==> src/logic/decode_types_pkg.sv <==
// *******************
// shared types for the decode stage and its testbench
// use by scoped name, decode_types_pkg::control_t and friends
// *******************
`default_nettype none

package decode_types_pkg;

    // basic words and register indices
    typedef logic [31:0] word_t;
    typedef logic [4:0]  reg_idx_t;

    // vector class reserved, scalar decode only tags RC_SCALAR
    typedef enum logic {
        RC_SCALAR = 1'b0,
        RC_VECTOR = 1'b1
    } regclass_t;

    // a source register as seen by later hazard logic
    typedef struct packed {
        regclass_t regclass;
        reg_idx_t  regidx;
    } reg_ref_t;

    // rv32i major opcodes, bits 6:0
    typedef enum logic [6:0] {
        LUI     = 7'b0110111,
        AUIPC   = 7'b0010111,
        JAL     = 7'b1101111,
        JALR    = 7'b1100111,
        BRANCH  = 7'b1100011,
        LOAD    = 7'b0000011,
        STORE   = 7'b0100011,
        IMMED   = 7'b0010011,
        REGREG  = 7'b0110011,
        MISCMEM = 7'b0001111,
        SYSTEM  = 7'b1110011
    } opcode_t;

    typedef enum logic [3:0] {
        ALU_ADD  = 4'd0,
        ALU_SUB  = 4'd1,
        ALU_AND  = 4'd2,
        ALU_OR   = 4'd3,
        ALU_XOR  = 4'd4,
        ALU_SLL  = 4'd5,
        ALU_SRL  = 4'd6,
        ALU_SRA  = 4'd7,
        ALU_SLT  = 4'd8,
        ALU_SLTU = 4'd9
    } alu_op_t;

    // encodings follow funct3 so the decoder can cast directly
    typedef enum logic [2:0] {
        LB  = 3'b000,
        LH  = 3'b001,
        LW  = 3'b010,
        LBU = 3'b100,
        LHU = 3'b101
    } load_type_t;

    typedef enum logic [2:0] {
        BEQ  = 3'b000,
        BNE  = 3'b001,
        BLT  = 3'b100,
        BGE  = 3'b101,
        BLTU = 3'b110,
        BGEU = 3'b111
    } branch_type_t;

    // writeback source select
    typedef enum logic [2:0] {
        W_ALU   = 3'd0,
        W_LOAD  = 3'd1,
        W_PC4   = 3'd2,
        W_IMM_U = 3'd3,
        W_CSR   = 3'd4
    } w_sel_t;

    // every immediate format, built whatever the opcode
    typedef struct packed {
        word_t      imm_I;
        word_t      imm_S;
        word_t      imm_SB;
        word_t      imm_U;
        word_t      imm_UJ;
        logic [4:0] shamt;
        logic [4:0] zimm;
    } imm_set_t;

    // op is funct3 of MUL..REMU
    typedef struct packed {
        logic       select;
        logic [2:0] op;
    } rv32m_control_t;

    typedef struct packed {
        logic illegal_insn;
        logic ret_insn;
        logic breakpoint;
        logic ecall_insn;
        logic csr_swap;
        logic csr_set;
        logic csr_clr;
        logic csr_imm;
        logic csr_rw_valid;
        logic wfi;
        logic ifence;
    } priv_flags_t;

    // full decode record handed to execute
    typedef struct packed {
        // memory and control flow
        logic           dwen;
        logic           dren;
        logic           branch;
        logic           jump;
        logic           j_sel;
        logic           ex_pc_sel;
        logic           halt;
        // alu, a_sel 1 picks pc, b_sel 1 picks an immediate
        alu_op_t        alu_op;
        logic           alu_a_sel;
        logic           alu_b_sel;
        logic           imm_shamt_sel;
        // writeback and registers
        logic           wen;
        w_sel_t         w_sel;
        reg_idx_t       rd;
        reg_ref_t       rs1;
        reg_ref_t       rs2;
        // types and extension
        load_type_t     load_type;
        branch_type_t   branch_type;
        opcode_t        opcode;
        rv32m_control_t rv32m_control;
        imm_set_t       imms;
        priv_flags_t    priv;
        logic [11:0]    csr_addr;
    } control_t;

endpackage

`default_nettype wire

==> src/logic/control_unit.sv <==
// *******************
// main rv32im decoder, opcode and function fields to control flags
// *******************
`default_nettype none

module control_unit #(
    parameter bit m_ext_en = 1'b1
) (
    input  decode_types_pkg::word_t    instr,
    output decode_types_pkg::control_t ctrl
);

    decode_types_pkg::opcode_t opcode;
    logic [2:0]                funct3;
    logic [6:0]                funct7;
    logic [11:0]               funct12;
    logic                      is_halt;

    assign opcode  = decode_types_pkg::opcode_t'(instr[6:0]);
    assign funct3  = instr[14:12];
    assign funct7  = instr[31:25];
    assign funct12 = instr[31:20];
    // all ones word stops the core, not an exception
    assign is_halt = (instr == '1);

    // shared funct3 map for reg-reg and reg-imm
    function automatic decode_types_pkg::alu_op_t alu_sel(
        input logic [2:0] f3,
        input logic       alt
    );
        decode_types_pkg::alu_op_t op;
        case (f3)
            3'b000:  op = alt ? decode_types_pkg::ALU_SUB : decode_types_pkg::ALU_ADD;
            3'b001:  op = decode_types_pkg::ALU_SLL;
            3'b010:  op = decode_types_pkg::ALU_SLT;
            3'b011:  op = decode_types_pkg::ALU_SLTU;
            3'b100:  op = decode_types_pkg::ALU_XOR;
            3'b101:  op = alt ? decode_types_pkg::ALU_SRA : decode_types_pkg::ALU_SRL;
            3'b110:  op = decode_types_pkg::ALU_OR;
            default: op = decode_types_pkg::ALU_AND;
        endcase
        return op;
    endfunction

    always_comb begin
        // immediates and sources stay zero, filled in by the wrapper
        ctrl          = '0;
        ctrl.opcode   = opcode;
        ctrl.rd       = instr[11:7];
        ctrl.csr_addr = funct12;
        ctrl.halt     = is_halt;
        ctrl.w_sel    = decode_types_pkg::W_ALU;
        ctrl.alu_op   = decode_types_pkg::ALU_ADD;

        case (opcode)
            decode_types_pkg::LUI: begin
                ctrl.wen   = 1'b1;
                ctrl.w_sel = decode_types_pkg::W_IMM_U;
            end
            decode_types_pkg::AUIPC: begin
                // pc + imm_U through the alu
                ctrl.wen       = 1'b1;
                ctrl.alu_a_sel = 1'b1;
                ctrl.alu_b_sel = 1'b1;
            end
            decode_types_pkg::JAL: begin
                ctrl.wen       = 1'b1;
                ctrl.jump      = 1'b1;
                ctrl.j_sel     = 1'b1;
                ctrl.ex_pc_sel = 1'b1;
                ctrl.w_sel     = decode_types_pkg::W_PC4;
            end
            decode_types_pkg::JALR: begin
                // target is rs1 + imm_I from the alu
                ctrl.wen       = 1'b1;
                ctrl.jump      = 1'b1;
                ctrl.ex_pc_sel = 1'b1;
                ctrl.alu_b_sel = 1'b1;
                ctrl.w_sel     = decode_types_pkg::W_PC4;
                ctrl.priv.illegal_insn = (funct3 != 3'b000);
            end
            decode_types_pkg::BRANCH: begin
                ctrl.branch      = 1'b1;
                ctrl.branch_type = decode_types_pkg::branch_type_t'(funct3);
                // 010 and 011 unused
                ctrl.priv.illegal_insn = (funct3[2:1] == 2'b01);
            end
            decode_types_pkg::LOAD: begin
                ctrl.dren      = 1'b1;
                ctrl.wen       = 1'b1;
                ctrl.alu_b_sel = 1'b1;
                ctrl.w_sel     = decode_types_pkg::W_LOAD;
                ctrl.load_type = decode_types_pkg::load_type_t'(funct3);
                ctrl.priv.illegal_insn = (funct3 == 3'b011) || (funct3[2:1] == 2'b11);
            end
            decode_types_pkg::STORE: begin
                ctrl.dwen      = 1'b1;
                ctrl.alu_b_sel = 1'b1;
                // only sb, sh, sw
                ctrl.priv.illegal_insn = (funct3 > 3'b010);
            end
            decode_types_pkg::IMMED: begin
                ctrl.wen           = 1'b1;
                ctrl.alu_b_sel     = 1'b1;
                ctrl.imm_shamt_sel = (funct3[1:0] == 2'b01);
                // bit 30 only selects srai, addi has no subtract form
                ctrl.alu_op = alu_sel(funct3, funct7[5] && (funct3 == 3'b101));
                if (funct3 == 3'b001) begin
                    ctrl.priv.illegal_insn = (funct7 != 7'b0000000);
                end else if (funct3 == 3'b101) begin
                    ctrl.priv.illegal_insn = (funct7 != 7'b0000000) && (funct7 != 7'b0100000);
                end
            end
            decode_types_pkg::REGREG: begin
                ctrl.wen    = 1'b1;
                ctrl.alu_op = alu_sel(funct3, funct7[5]);
                if (funct7 == 7'b0000001) begin
                    // mul/div unit takes over the result
                    if (m_ext_en) begin
                        ctrl.rv32m_control.select = 1'b1;
                        ctrl.rv32m_control.op     = funct3;
                    end else begin
                        ctrl.priv.illegal_insn = 1'b1;
                    end
                end else if (funct7 == 7'b0100000) begin
                    // sub and sra only
                    ctrl.priv.illegal_insn = (funct3 != 3'b000) && (funct3 != 3'b101);
                end else if (funct7 != 7'b0000000) begin
                    ctrl.priv.illegal_insn = 1'b1;
                end
            end
            decode_types_pkg::MISCMEM: begin
                // fence is a no-op in order, fence.i flushes fetch
                ctrl.priv.ifence       = (funct3 == 3'b001);
                ctrl.priv.illegal_insn = (funct3[2:1] != 2'b00);
            end
            decode_types_pkg::SYSTEM: begin
                if (funct3 == 3'b000) begin
                    case (funct12)
                        12'h000: ctrl.priv.ecall_insn   = 1'b1;
                        12'h001: ctrl.priv.breakpoint   = 1'b1;
                        12'h302: ctrl.priv.ret_insn     = 1'b1;
                        12'h105: ctrl.priv.wfi          = 1'b1;
                        default: ctrl.priv.illegal_insn = 1'b1;
                    endcase
                end else begin
                    ctrl.wen           = 1'b1;
                    ctrl.w_sel         = decode_types_pkg::W_CSR;
                    ctrl.priv.csr_imm  = funct3[2];
                    ctrl.priv.csr_swap = (funct3[1:0] == 2'b01);
                    ctrl.priv.csr_set  = (funct3[1:0] == 2'b10);
                    ctrl.priv.csr_clr  = (funct3[1:0] == 2'b11);
                    ctrl.priv.illegal_insn = (funct3[1:0] == 2'b00);
                    // set/clr with x0 or zimm 0 only reads the csr
                    ctrl.priv.csr_rw_valid = !ctrl.priv.illegal_insn &&
                        ((funct3[1:0] == 2'b01) || (instr[19:15] != 5'd0));
                end
            end
            default: begin
                ctrl.priv.illegal_insn = !is_halt;
            end
        endcase

        // trap path, no architectural side effects
        if (ctrl.priv.illegal_insn) begin
            ctrl.wen  = 1'b0;
            ctrl.dwen = 1'b0;
            ctrl.dren = 1'b0;
        end
    end

endmodule

`default_nettype wire

==> src/logic/imm_extract.sv <==
// *******************
// builds every rv32i immediate format from one instruction word
// *******************
`default_nettype none

module imm_extract (
    input  decode_types_pkg::word_t    instr,
    output decode_types_pkg::imm_set_t imms
);

    logic sign;

    // bit 31 carries the sign for every format
    assign sign = instr[31];

    always_comb begin
        // loads, jalr, reg-imm alu, csr address
        imms.imm_I = {{20{sign}}, instr[31:20]};

        // stores, offset split around rd
        imms.imm_S = {{20{sign}}, instr[31:25], instr[11:7]};

        // branches, halfword aligned
        imms.imm_SB = {
            {19{sign}},
            instr[31],
            instr[7],
            instr[30:25],
            instr[11:8],
            1'b0
        };

        // lui and auipc, upper twenty bits
        imms.imm_U = {instr[31:12], 12'b0};

        // jal, scrambled 20-bit offset
        imms.imm_UJ = {
            {11{sign}},
            instr[31],
            instr[19:12],
            instr[20],
            instr[30:21],
            1'b0
        };

        // shift amount for slli/srli/srai
        imms.shamt = instr[24:20];

        // csr immediate sits in the rs1 field
        imms.zimm = instr[19:15];
    end

endmodule

`default_nettype wire

==> src/logic/scalar_decode.sv <==
// *******************
// scalar decode, merges control unit and immediates into one record
// *******************
`default_nettype none

module scalar_decode #(
    parameter bit m_ext_en = 1'b1
) (
    input  decode_types_pkg::word_t    instr,
    output decode_types_pkg::control_t control_out
);

    decode_types_pkg::control_t cu_ctrl;
    decode_types_pkg::imm_set_t imms;
    decode_types_pkg::reg_ref_t rs1_ref;
    decode_types_pkg::reg_ref_t rs2_ref;
    logic                       reads_rs2;

    // input is already expanded if it came from a compressed word
    control_unit #(
        .m_ext_en (m_ext_en)
    ) control_unit_inst (
        .instr (instr),
        .ctrl  (cu_ctrl)
    );

    imm_extract imm_extract_inst (
        .instr (instr),
        .imms  (imms)
    );

    // only R, S and B formats carry a real rs2
    always_comb begin
        case (cu_ctrl.opcode)
            decode_types_pkg::REGREG,
            decode_types_pkg::STORE,
            decode_types_pkg::BRANCH: reads_rs2 = 1'b1;
            default:                  reads_rs2 = 1'b0;
        endcase
    end

    // rs1 field read raw, x0 already means no dependency
    assign rs1_ref = '{
        regclass: decode_types_pkg::RC_SCALAR,
        regidx:   instr[19:15]
    };

    // U, J and I formats reuse bits 24:20, drop them here
    assign rs2_ref = '{
        regclass: decode_types_pkg::RC_SCALAR,
        regidx:   reads_rs2 ? instr[24:20] : 5'd0
    };

    always_comb begin
        control_out      = cu_ctrl;
        control_out.imms = imms;
        control_out.rs1  = rs1_ref;
        control_out.rs2  = rs2_ref;
    end

endmodule

`default_nettype wire

==> src/logic/decode_latch.sv <==
// *******************
// decode to execute register, stall holds and flush drops valid
// *******************
`default_nettype none

module decode_latch (
    input  logic                       clk,
    input  logic                       rst_n,
    input  logic                       stall,
    input  logic                       flush,
    input  logic                       in_valid,
    input  decode_types_pkg::control_t in_ctrl,
    output decode_types_pkg::control_t out_ctrl,
    output logic                       out_valid
);

    // reset record is all zeros, so wen, dwen and dren start inactive
    always_ff @(posedge clk or negedge rst_n) begin
        if (!rst_n) begin
            out_ctrl  <= '0;
            out_valid <= 1'b0;
        end else if (flush) begin
            // flush beats stall, stale record stays but is not valid
            out_valid <= 1'b0;
        end else if (!stall) begin
            out_ctrl  <= in_ctrl;
            out_valid <= in_valid;
        end
    end

    // upstream holds instr while stalled, no skid buffer here
    stall_holds: assert property (
        @(posedge clk) disable iff (!rst_n)
        (stall && !flush) |=> ($stable(out_ctrl) && $stable(out_valid))
    );

    flush_kills: assert property (
        @(posedge clk) disable iff (!rst_n)
        flush |=> !out_valid
    );

    // an illegal word reaching execute never writes anything
    no_illegal_write: assert property (
        @(posedge clk) disable iff (!rst_n)
        (out_valid && out_ctrl.priv.illegal_insn) |-> !(out_ctrl.wen || out_ctrl.dwen)
    );

endmodule

`default_nettype wire

==> src/logic/decode_stage.sv <==
// *******************
// decode stage top, one cycle from instr to registered record
// *******************
`default_nettype none

module decode_stage #(
    parameter bit m_ext_en = 1'b1
) (
    input  logic                       clk,
    input  logic                       rst_n,
    input  decode_types_pkg::word_t    instr,
    input  logic                       instr_valid,
    input  logic                       stall,
    input  logic                       flush,
    output decode_types_pkg::control_t ctrl,
    output logic                       ctrl_valid
);

    // combinational decode result
    decode_types_pkg::control_t dec_ctrl;

    scalar_decode #(
        .m_ext_en (m_ext_en)
    ) scalar_decode_inst (
        .instr       (instr),
        .control_out (dec_ctrl)
    );

    // stall and flush come from hazard logic outside
    decode_latch decode_latch_inst (
        .clk       (clk),
        .rst_n     (rst_n),
        .stall     (stall),
        .flush     (flush),
        .in_valid  (instr_valid),
        .in_ctrl   (dec_ctrl),
        .out_ctrl  (ctrl),
        .out_valid (ctrl_valid)
    );

endmodule

`default_nettype wire

==> config.mk <==
export PLATFORM = sky130hd
export DESIGN_NAME = decode_stage
export DESIGN_NICKNAME = d
export VERILOG_FILES = /design/src/logic/decode_types_pkg.sv /design/src/logic/control_unit.sv /design/src/logic/imm_extract.sv /design/src/logic/scalar_decode.sv /design/src/logic/decode_latch.sv /design/src/logic/decode_stage.sv
export SDC_FILE = /design/constraint.sdc
export NUM_CORES = 1
export LEC_CHECK = 0
export BUFFER_PORTS_ARGS = -buffer_cell sky130_fd_sc_hd__clkbuf_2
export CAP_MARGIN = 20
export CORE_MARGIN = 4
export CORE_UTILIZATION = 40
export CTS_CLUSTER_DIAMETER = 120
export DETAILED_ROUTE_END_ITERATION = 7
export PLACE_DENSITY = 0.82
export SLEW_MARGIN = 10
export SYNTH_ARGS = -nofsm -noshare
export SYNTH_HDL_FRONTEND = slang
export SYNTH_SLANG_ARGS = --single-unit
==> constraint.sdc <==
create_clock -name clk -period 2.7 [get_ports clk]
set_input_delay 0.54 -clock clk [delete_from_list [all_inputs] [get_ports clk]]
set_output_delay 0.54 -clock clk [all_outputs]
set_load 0.05 [all_outputs]
Word level (Yosys, flattened, before mapping)
Index checks and enable logic that the tools add are counted.
{"block": "classes", "order_cmp": 1, "reduce_logical": 22, "eq_ne": 31, "n_mux": 45, "bitwise_logic": 2}
{"cell": "$pmux W4 S7", "count": 2}
{"cell": "$eq A32 B32 Y1 const B", "count": 1}
{"cell": "$mux W1", "count": 29}
{"cell": "$eq A7 B6 Y1 const B", "count": 4}
{"cell": "$eq A7 B7 Y1 const B", "count": 4}
{"cell": "$eq A7 B5 Y1 const B", "count": 2}
{"cell": "$eq A12 B1 Y1 const B", "count": 1}
{"cell": "$eq A12 B10 Y1 const B", "count": 1}
{"cell": "$eq A12 B9 Y1 const B", "count": 1}
{"cell": "$logic_not A12 Y1", "count": 1}
{"cell": "$mux W4", "count": 3}
{"cell": "$pmux W3 S4", "count": 1}
{"cell": "$mux W5", "count": 2}
{"cell": "$eq A3 B3 Y1 const B", "count": 3}
{"cell": "$mux W3", "count": 3}
{"cell": "$mux W9", "count": 1}
{"cell": "$pmux W1 S9", "count": 1}
{"cell": "$pmux W4 S2", "count": 1}
{"cell": "$eq A7 B1 Y1 const B", "count": 1}
{"cell": "$eq A7 B2 Y1 const B", "count": 1}
{"cell": "$eq A7 B4 Y1 const B", "count": 1}
{"cell": "$ne A7 B6 Y1 const B", "count": 1}
{"cell": "$reduce_bool A7 Y1", "count": 1}
{"cell": "$reduce_or A7 Y1", "count": 1}
{"cell": "23 further kinds", "count": 34}
{"block": "totals", "regBits": 154, "output_inout_bits": 246, "word_cells": 140}

Depth between registers and ports, before layout
{"block": "depth", "ltp_word": 6, "ltp_mapped": 7, "mapped_depth_nobuf": 6}

Hierarchy
Synthesis repeated with hierarchy kept, for this count alone.
{"block": "unflattened", "cells_unflattened": 1055, "hier_area_um2": 13110.1}
{"mod": "decode_latch", "seq_area_each_um2": 6155.9, "instances": 1, "area_per_inst_um2": 9355.2, "cells_each": 521}
{"mod": "control_unit", "seq_area_each_um2": 0.0, "instances": 1, "area_per_inst_um2": 2327.2, "cells_each": 343}
{"mod": "imm_extract", "seq_area_each_um2": 0.0, "instances": 1, "area_per_inst_um2": 1280.0, "cells_each": 171}
{"mod": "scalar_decode", "seq_area_each_um2": 0.0, "instances": 1, "area_per_inst_um2": 147.6, "cells_each": 20}

Least setup slack after synthesis
OpenSTA, ideal clock, no wires.
{"block": "synth_timing", "path_kind": "register -> output", "start": "register decode_latch_inst.out_ctrl[140] (netlist name)", "end": "output ctrl[109] in the netlist's numbering", "path_buffers": 1, "slack_ps": 14, "path_stages_with_launch": 2, "arrival_time_ps": 2146, "cell_sequence": "dfrtp_1 buf_4"}
{"item": "end: declaration", "line_no": "decode_stage.sv:15", "rtl": "output decode_types_pkg::control_t ctrl,"}

Worst setup path after layout
{"block": "layout_timing", "start": "input instr[3]", "end": "register decode_latch_inst.out_ctrl[22] in the netlist's numbering"}
{"block": "layout_via", "elab_chain_len": 3}
{"item": "start: declaration", "line_no": "decode_stage.sv:11", "rtl": "input decode_types_pkg::word_t instr,"}
{"item": "$eq A32 B32 Y1, or another cell as far along", "line_no": "control_unit.sv:24", "rtl": "assign is_halt = (instr == '1);"}
{"item": "$logic_not A1 Y1 / $reduce_or A3 Y1 (equally long branches)"}
{"item": "$pmux W1 S9 *", "line_no": "control_unit.sv:55", "rtl": "case (opcode)"}
{"item": "end signal: assignment", "line_no": "decode_latch.sv:26", "rtl": "out_ctrl <= in_ctrl;"}
{"item": "end: declaration", "line_no": "decode_latch.sv:13", "rtl": "output decode_types_pkg::control_t out_ctrl,"}
Mark *: on every way between the ends. The rest lies on a longest branch, timed or not.
A chain may end at the register's enable or synchronous reset.

==> metrics.cfg <==
[yosys]
postSynthAreaPerCell_sq_um = 8.71
synth_top_family_by_area = buffers and inverters
async_flop_share = 1.00
synth_fa_ha_area_frac = 0
synth_seq_area_share = 0.400
yosys_warnings = 0
synth_mux_area_frac = 0.00210
synth_area_sq_mm = 0.00476
ys_ff_latch = 76
yosys.area_share.simple = 0.194
synth_edf_count = 0
synth_xor_area_frac = 0.00368
synth_cell_types = 53
synth_flop_cell = dfrtp_1
synth_cells = 546
synth_compound_area_frac = 0.0978

[power_and_ir_drop]
intPower_mw = 2.14
pwr-share-clk = 0.250
seqPwrFrac = 0.296
p_comb_frac = 0.454
peakVddDrop_uv = 601
leakage_nw = 2.97
switching_share = 0.511
power.net_switching_mw = 2.24
power_density_mw_per_mm2 = 831

[cells_and_area]
num-nets-final = 694
synthToLayoutAreaGrowth_pct = 10.9
n_fill_cell = 1133
num_antenna_cells = 0
design_area_sq_mm = 0.00528
drive_above_1_share = 0.467
layout_common_cells = clkbuf_2 (265), nand2_1 (133), dfrtp_1 (75), o21ai_0 (26)
multi_input_area_sq_mm = 0.00148
regArea_sq_mm = 0.00190
instances_no_fill = 805
utilization = 0.458
mostFrequentLayoutCell = clkbuf_2

[grt]
grt_max_degree = 76
grt_pass1_vias = 3331
grt_pass1_wl_um = 18700
grt.overflow.total = 0
track_usage = 0.179
antenna_found_initial = 0

[sta]
worstMarginPinSlew_ps = 645
maxSlewViolCount = 0
final.min_clock_period_ps = 2130
fin_setup_tns_ps = 0
finalCritPeriodShare = 0.788
fin_skew_ps = 0
setup_ws_ps = 573
setup_viol = 0
maxSlewHeadroom = 0.570
final-hold-violation-count = 0
max_clock_freq_ghz = 0.470
rsz0062_at_grt = false

[route]
wl_um = 12900
vias_per_cell = 4.87
dr.pass1.iters = 5
routedWlPerCell_um = 16.0
vias = 3917
drc_errors = 0
drtIter0Drc = 235
ant_nets = 0

[cts]
clockBufferDepth = 2
clk-insertion-delay-late_ps = 340
root_buffer = clkbuf_16
clk_pin_slew_ps = 60
htree_levels = 3
post-cts-setup-buffer-count = 0
cts_resized = 0
cts_hold_buf = 0
cts_tree = built
numCtsBuffers = 9
clock-sinks = 76

[placed_design]
place.gp.congestion = 0.852
place_ws_ps = 235
hpwl_um = 10200
placed_area_sq_mm = 0.00500
dp_cells = 789
io_buffers = 266

[min_path]
hold_path.class = in -> async

[setup_path]
cp-end-kind = flip-flop
worstSetupStartpointType = input pin
worst-endpoint-arrival_ps = 2350
worst_r2r_path_depth = 2
worstReg2RegStart = decode_latch_inst.out_ctrl[230]
required_ps = 2930
cp_max_fo = 12
regToRegSetupSlack_ps = 1910
worst-setup-path-type = in -> reg
r2r_end = decode_latch_inst.out_ctrl[230]

[floorplan]
num_rows = 39
die_area_sq_mm = 0.0137
core-area_sq_mm = 0.0115
die_x_um = 117
start_util = 0.413
io_pins = 283
die_h_um = 117

[run]
drv_cap = 0

[outcome]
status = completed

## worst max-delay path by stage
stage	slack [ps]	cells past startpoint	from	endpoint
floorplan	10	1	decode_latch_inst.out_ctrl[140]	ctrl[109]
global placement	310	7	instr[3]	decode_latch_inst.out_ctrl[22]
detailed placement	240	7	instr[3]	decode_latch_inst.out_ctrl[22]
CTS	620	7	instr[3]	decode_latch_inst.out_ctrl[230]
global route	430	7	instr[3]	decode_latch_inst.out_ctrl[230]
finish	570	7	instr[3]	decode_latch_inst.out_ctrl[22]
## power groups by stage
stage,clock network [mW],registers (mW),logic (mW)
finish,1.09,1.30,1.99
global route,1.17,1.31,2.08
CTS,1.11,1.30,2.01
detailed placement,0,1.32,2.00
global placement,0,1.32,1.99
floorplan,0,1.57,1.70
## routing by layer
metal  up-vias  track usage  routed length, um
met5         -            0                  0
met4         0       0.0657                263
met3        18       0.0576               1250
met2       205        0.300               6470
met1      1856        0.217               4940
li1       1838            -                  -
## cells in the mapped netlist, types with 2 or more instances
| library cell | number | area (sq um) |
|---|---|---|
| nand4_1 | 8 | 50.1 |
| a31oi_1 | 2 | 12.5 |
| nand2_1 | 133 | 499 |
| or4_1 | 2 | 15.0 |
| or2_2 | 2 | 12.5 |
| a21oi_1 | 9 | 45.0 |
| a211o_1 | 2 | 17.5 |
| a22o_1 | 7 | 61.3 |
| o31ai_1 | 10 | 75.1 |
| clkbuf_1 | 12 | 45.0 |
| nor4_1 | 6 | 37.5 |
| o21ai_0 | 26 | 130 |
| buf_1 | 2 | 7.51 |
| nand3b_1 | 2 | 15.0 |
| nor3_1 | 4 | 20.0 |
| nor2_1 | 16 | 60.1 |
| nand3_1 | 9 | 45.0 |
| nand2b_1 | 3 | 18.8 |
| inv_1 | 6 | 22.5 |
| dfrtp_1 | 76 | 1900 |
| nor2b_1 | 3 | 18.8 |
| clkbuf_8 | 5 | 68.8 |
| a2111oi_1 | 2 | 20.0 |
| buf_4 | 170 | 1280 |
## per-stage QoR
step / hold WS, ps / power (mW)
after global routing: 274 / 4.56
after floorplan: 244 / 3.27
after global placement: 454 / 3.31
after CTS: 244 / 4.42
final: 225 / 4.38
after detailed placement: 460 / 3.32
## sequential cells by signal, summed over array words and instances, names as in the netlist
name and flops:
decode_latch_inst.out_ctrl 75, decode_latch_inst.out_valid 1
## worst max-delay path, stage by stage
cell and delay, ps:
clkbuf_2 240, nand4bb_1 360, nor3_1 100, o22a_2 190, a2111oi_1 400, a31oi_2 230
a211o_1 300
## cell families (layout without fill, tap and decap cells)
group                     Yosys count  in the layout
DFF                                76             76
AOI/OAI and AO/OA                  67             67
and+or+nand+nor                   202            202
xor gates and xnor gates            2              2
muxes                               1              1
other                               1             16
buffers and inverters             197            298
## final cells by class
cell class / count / share of cell area
timing repair buffer: 276 / 0.269
sequential: 76 / 0.361
clock inverter: 6 / 0.00783
multi-input combinational: 288 / 0.280
tap: 143 / 0.0339
inverter: 6 / 0.00427
clock buffer: 10 / 0.0434
(Power assumes the default switching activity.)
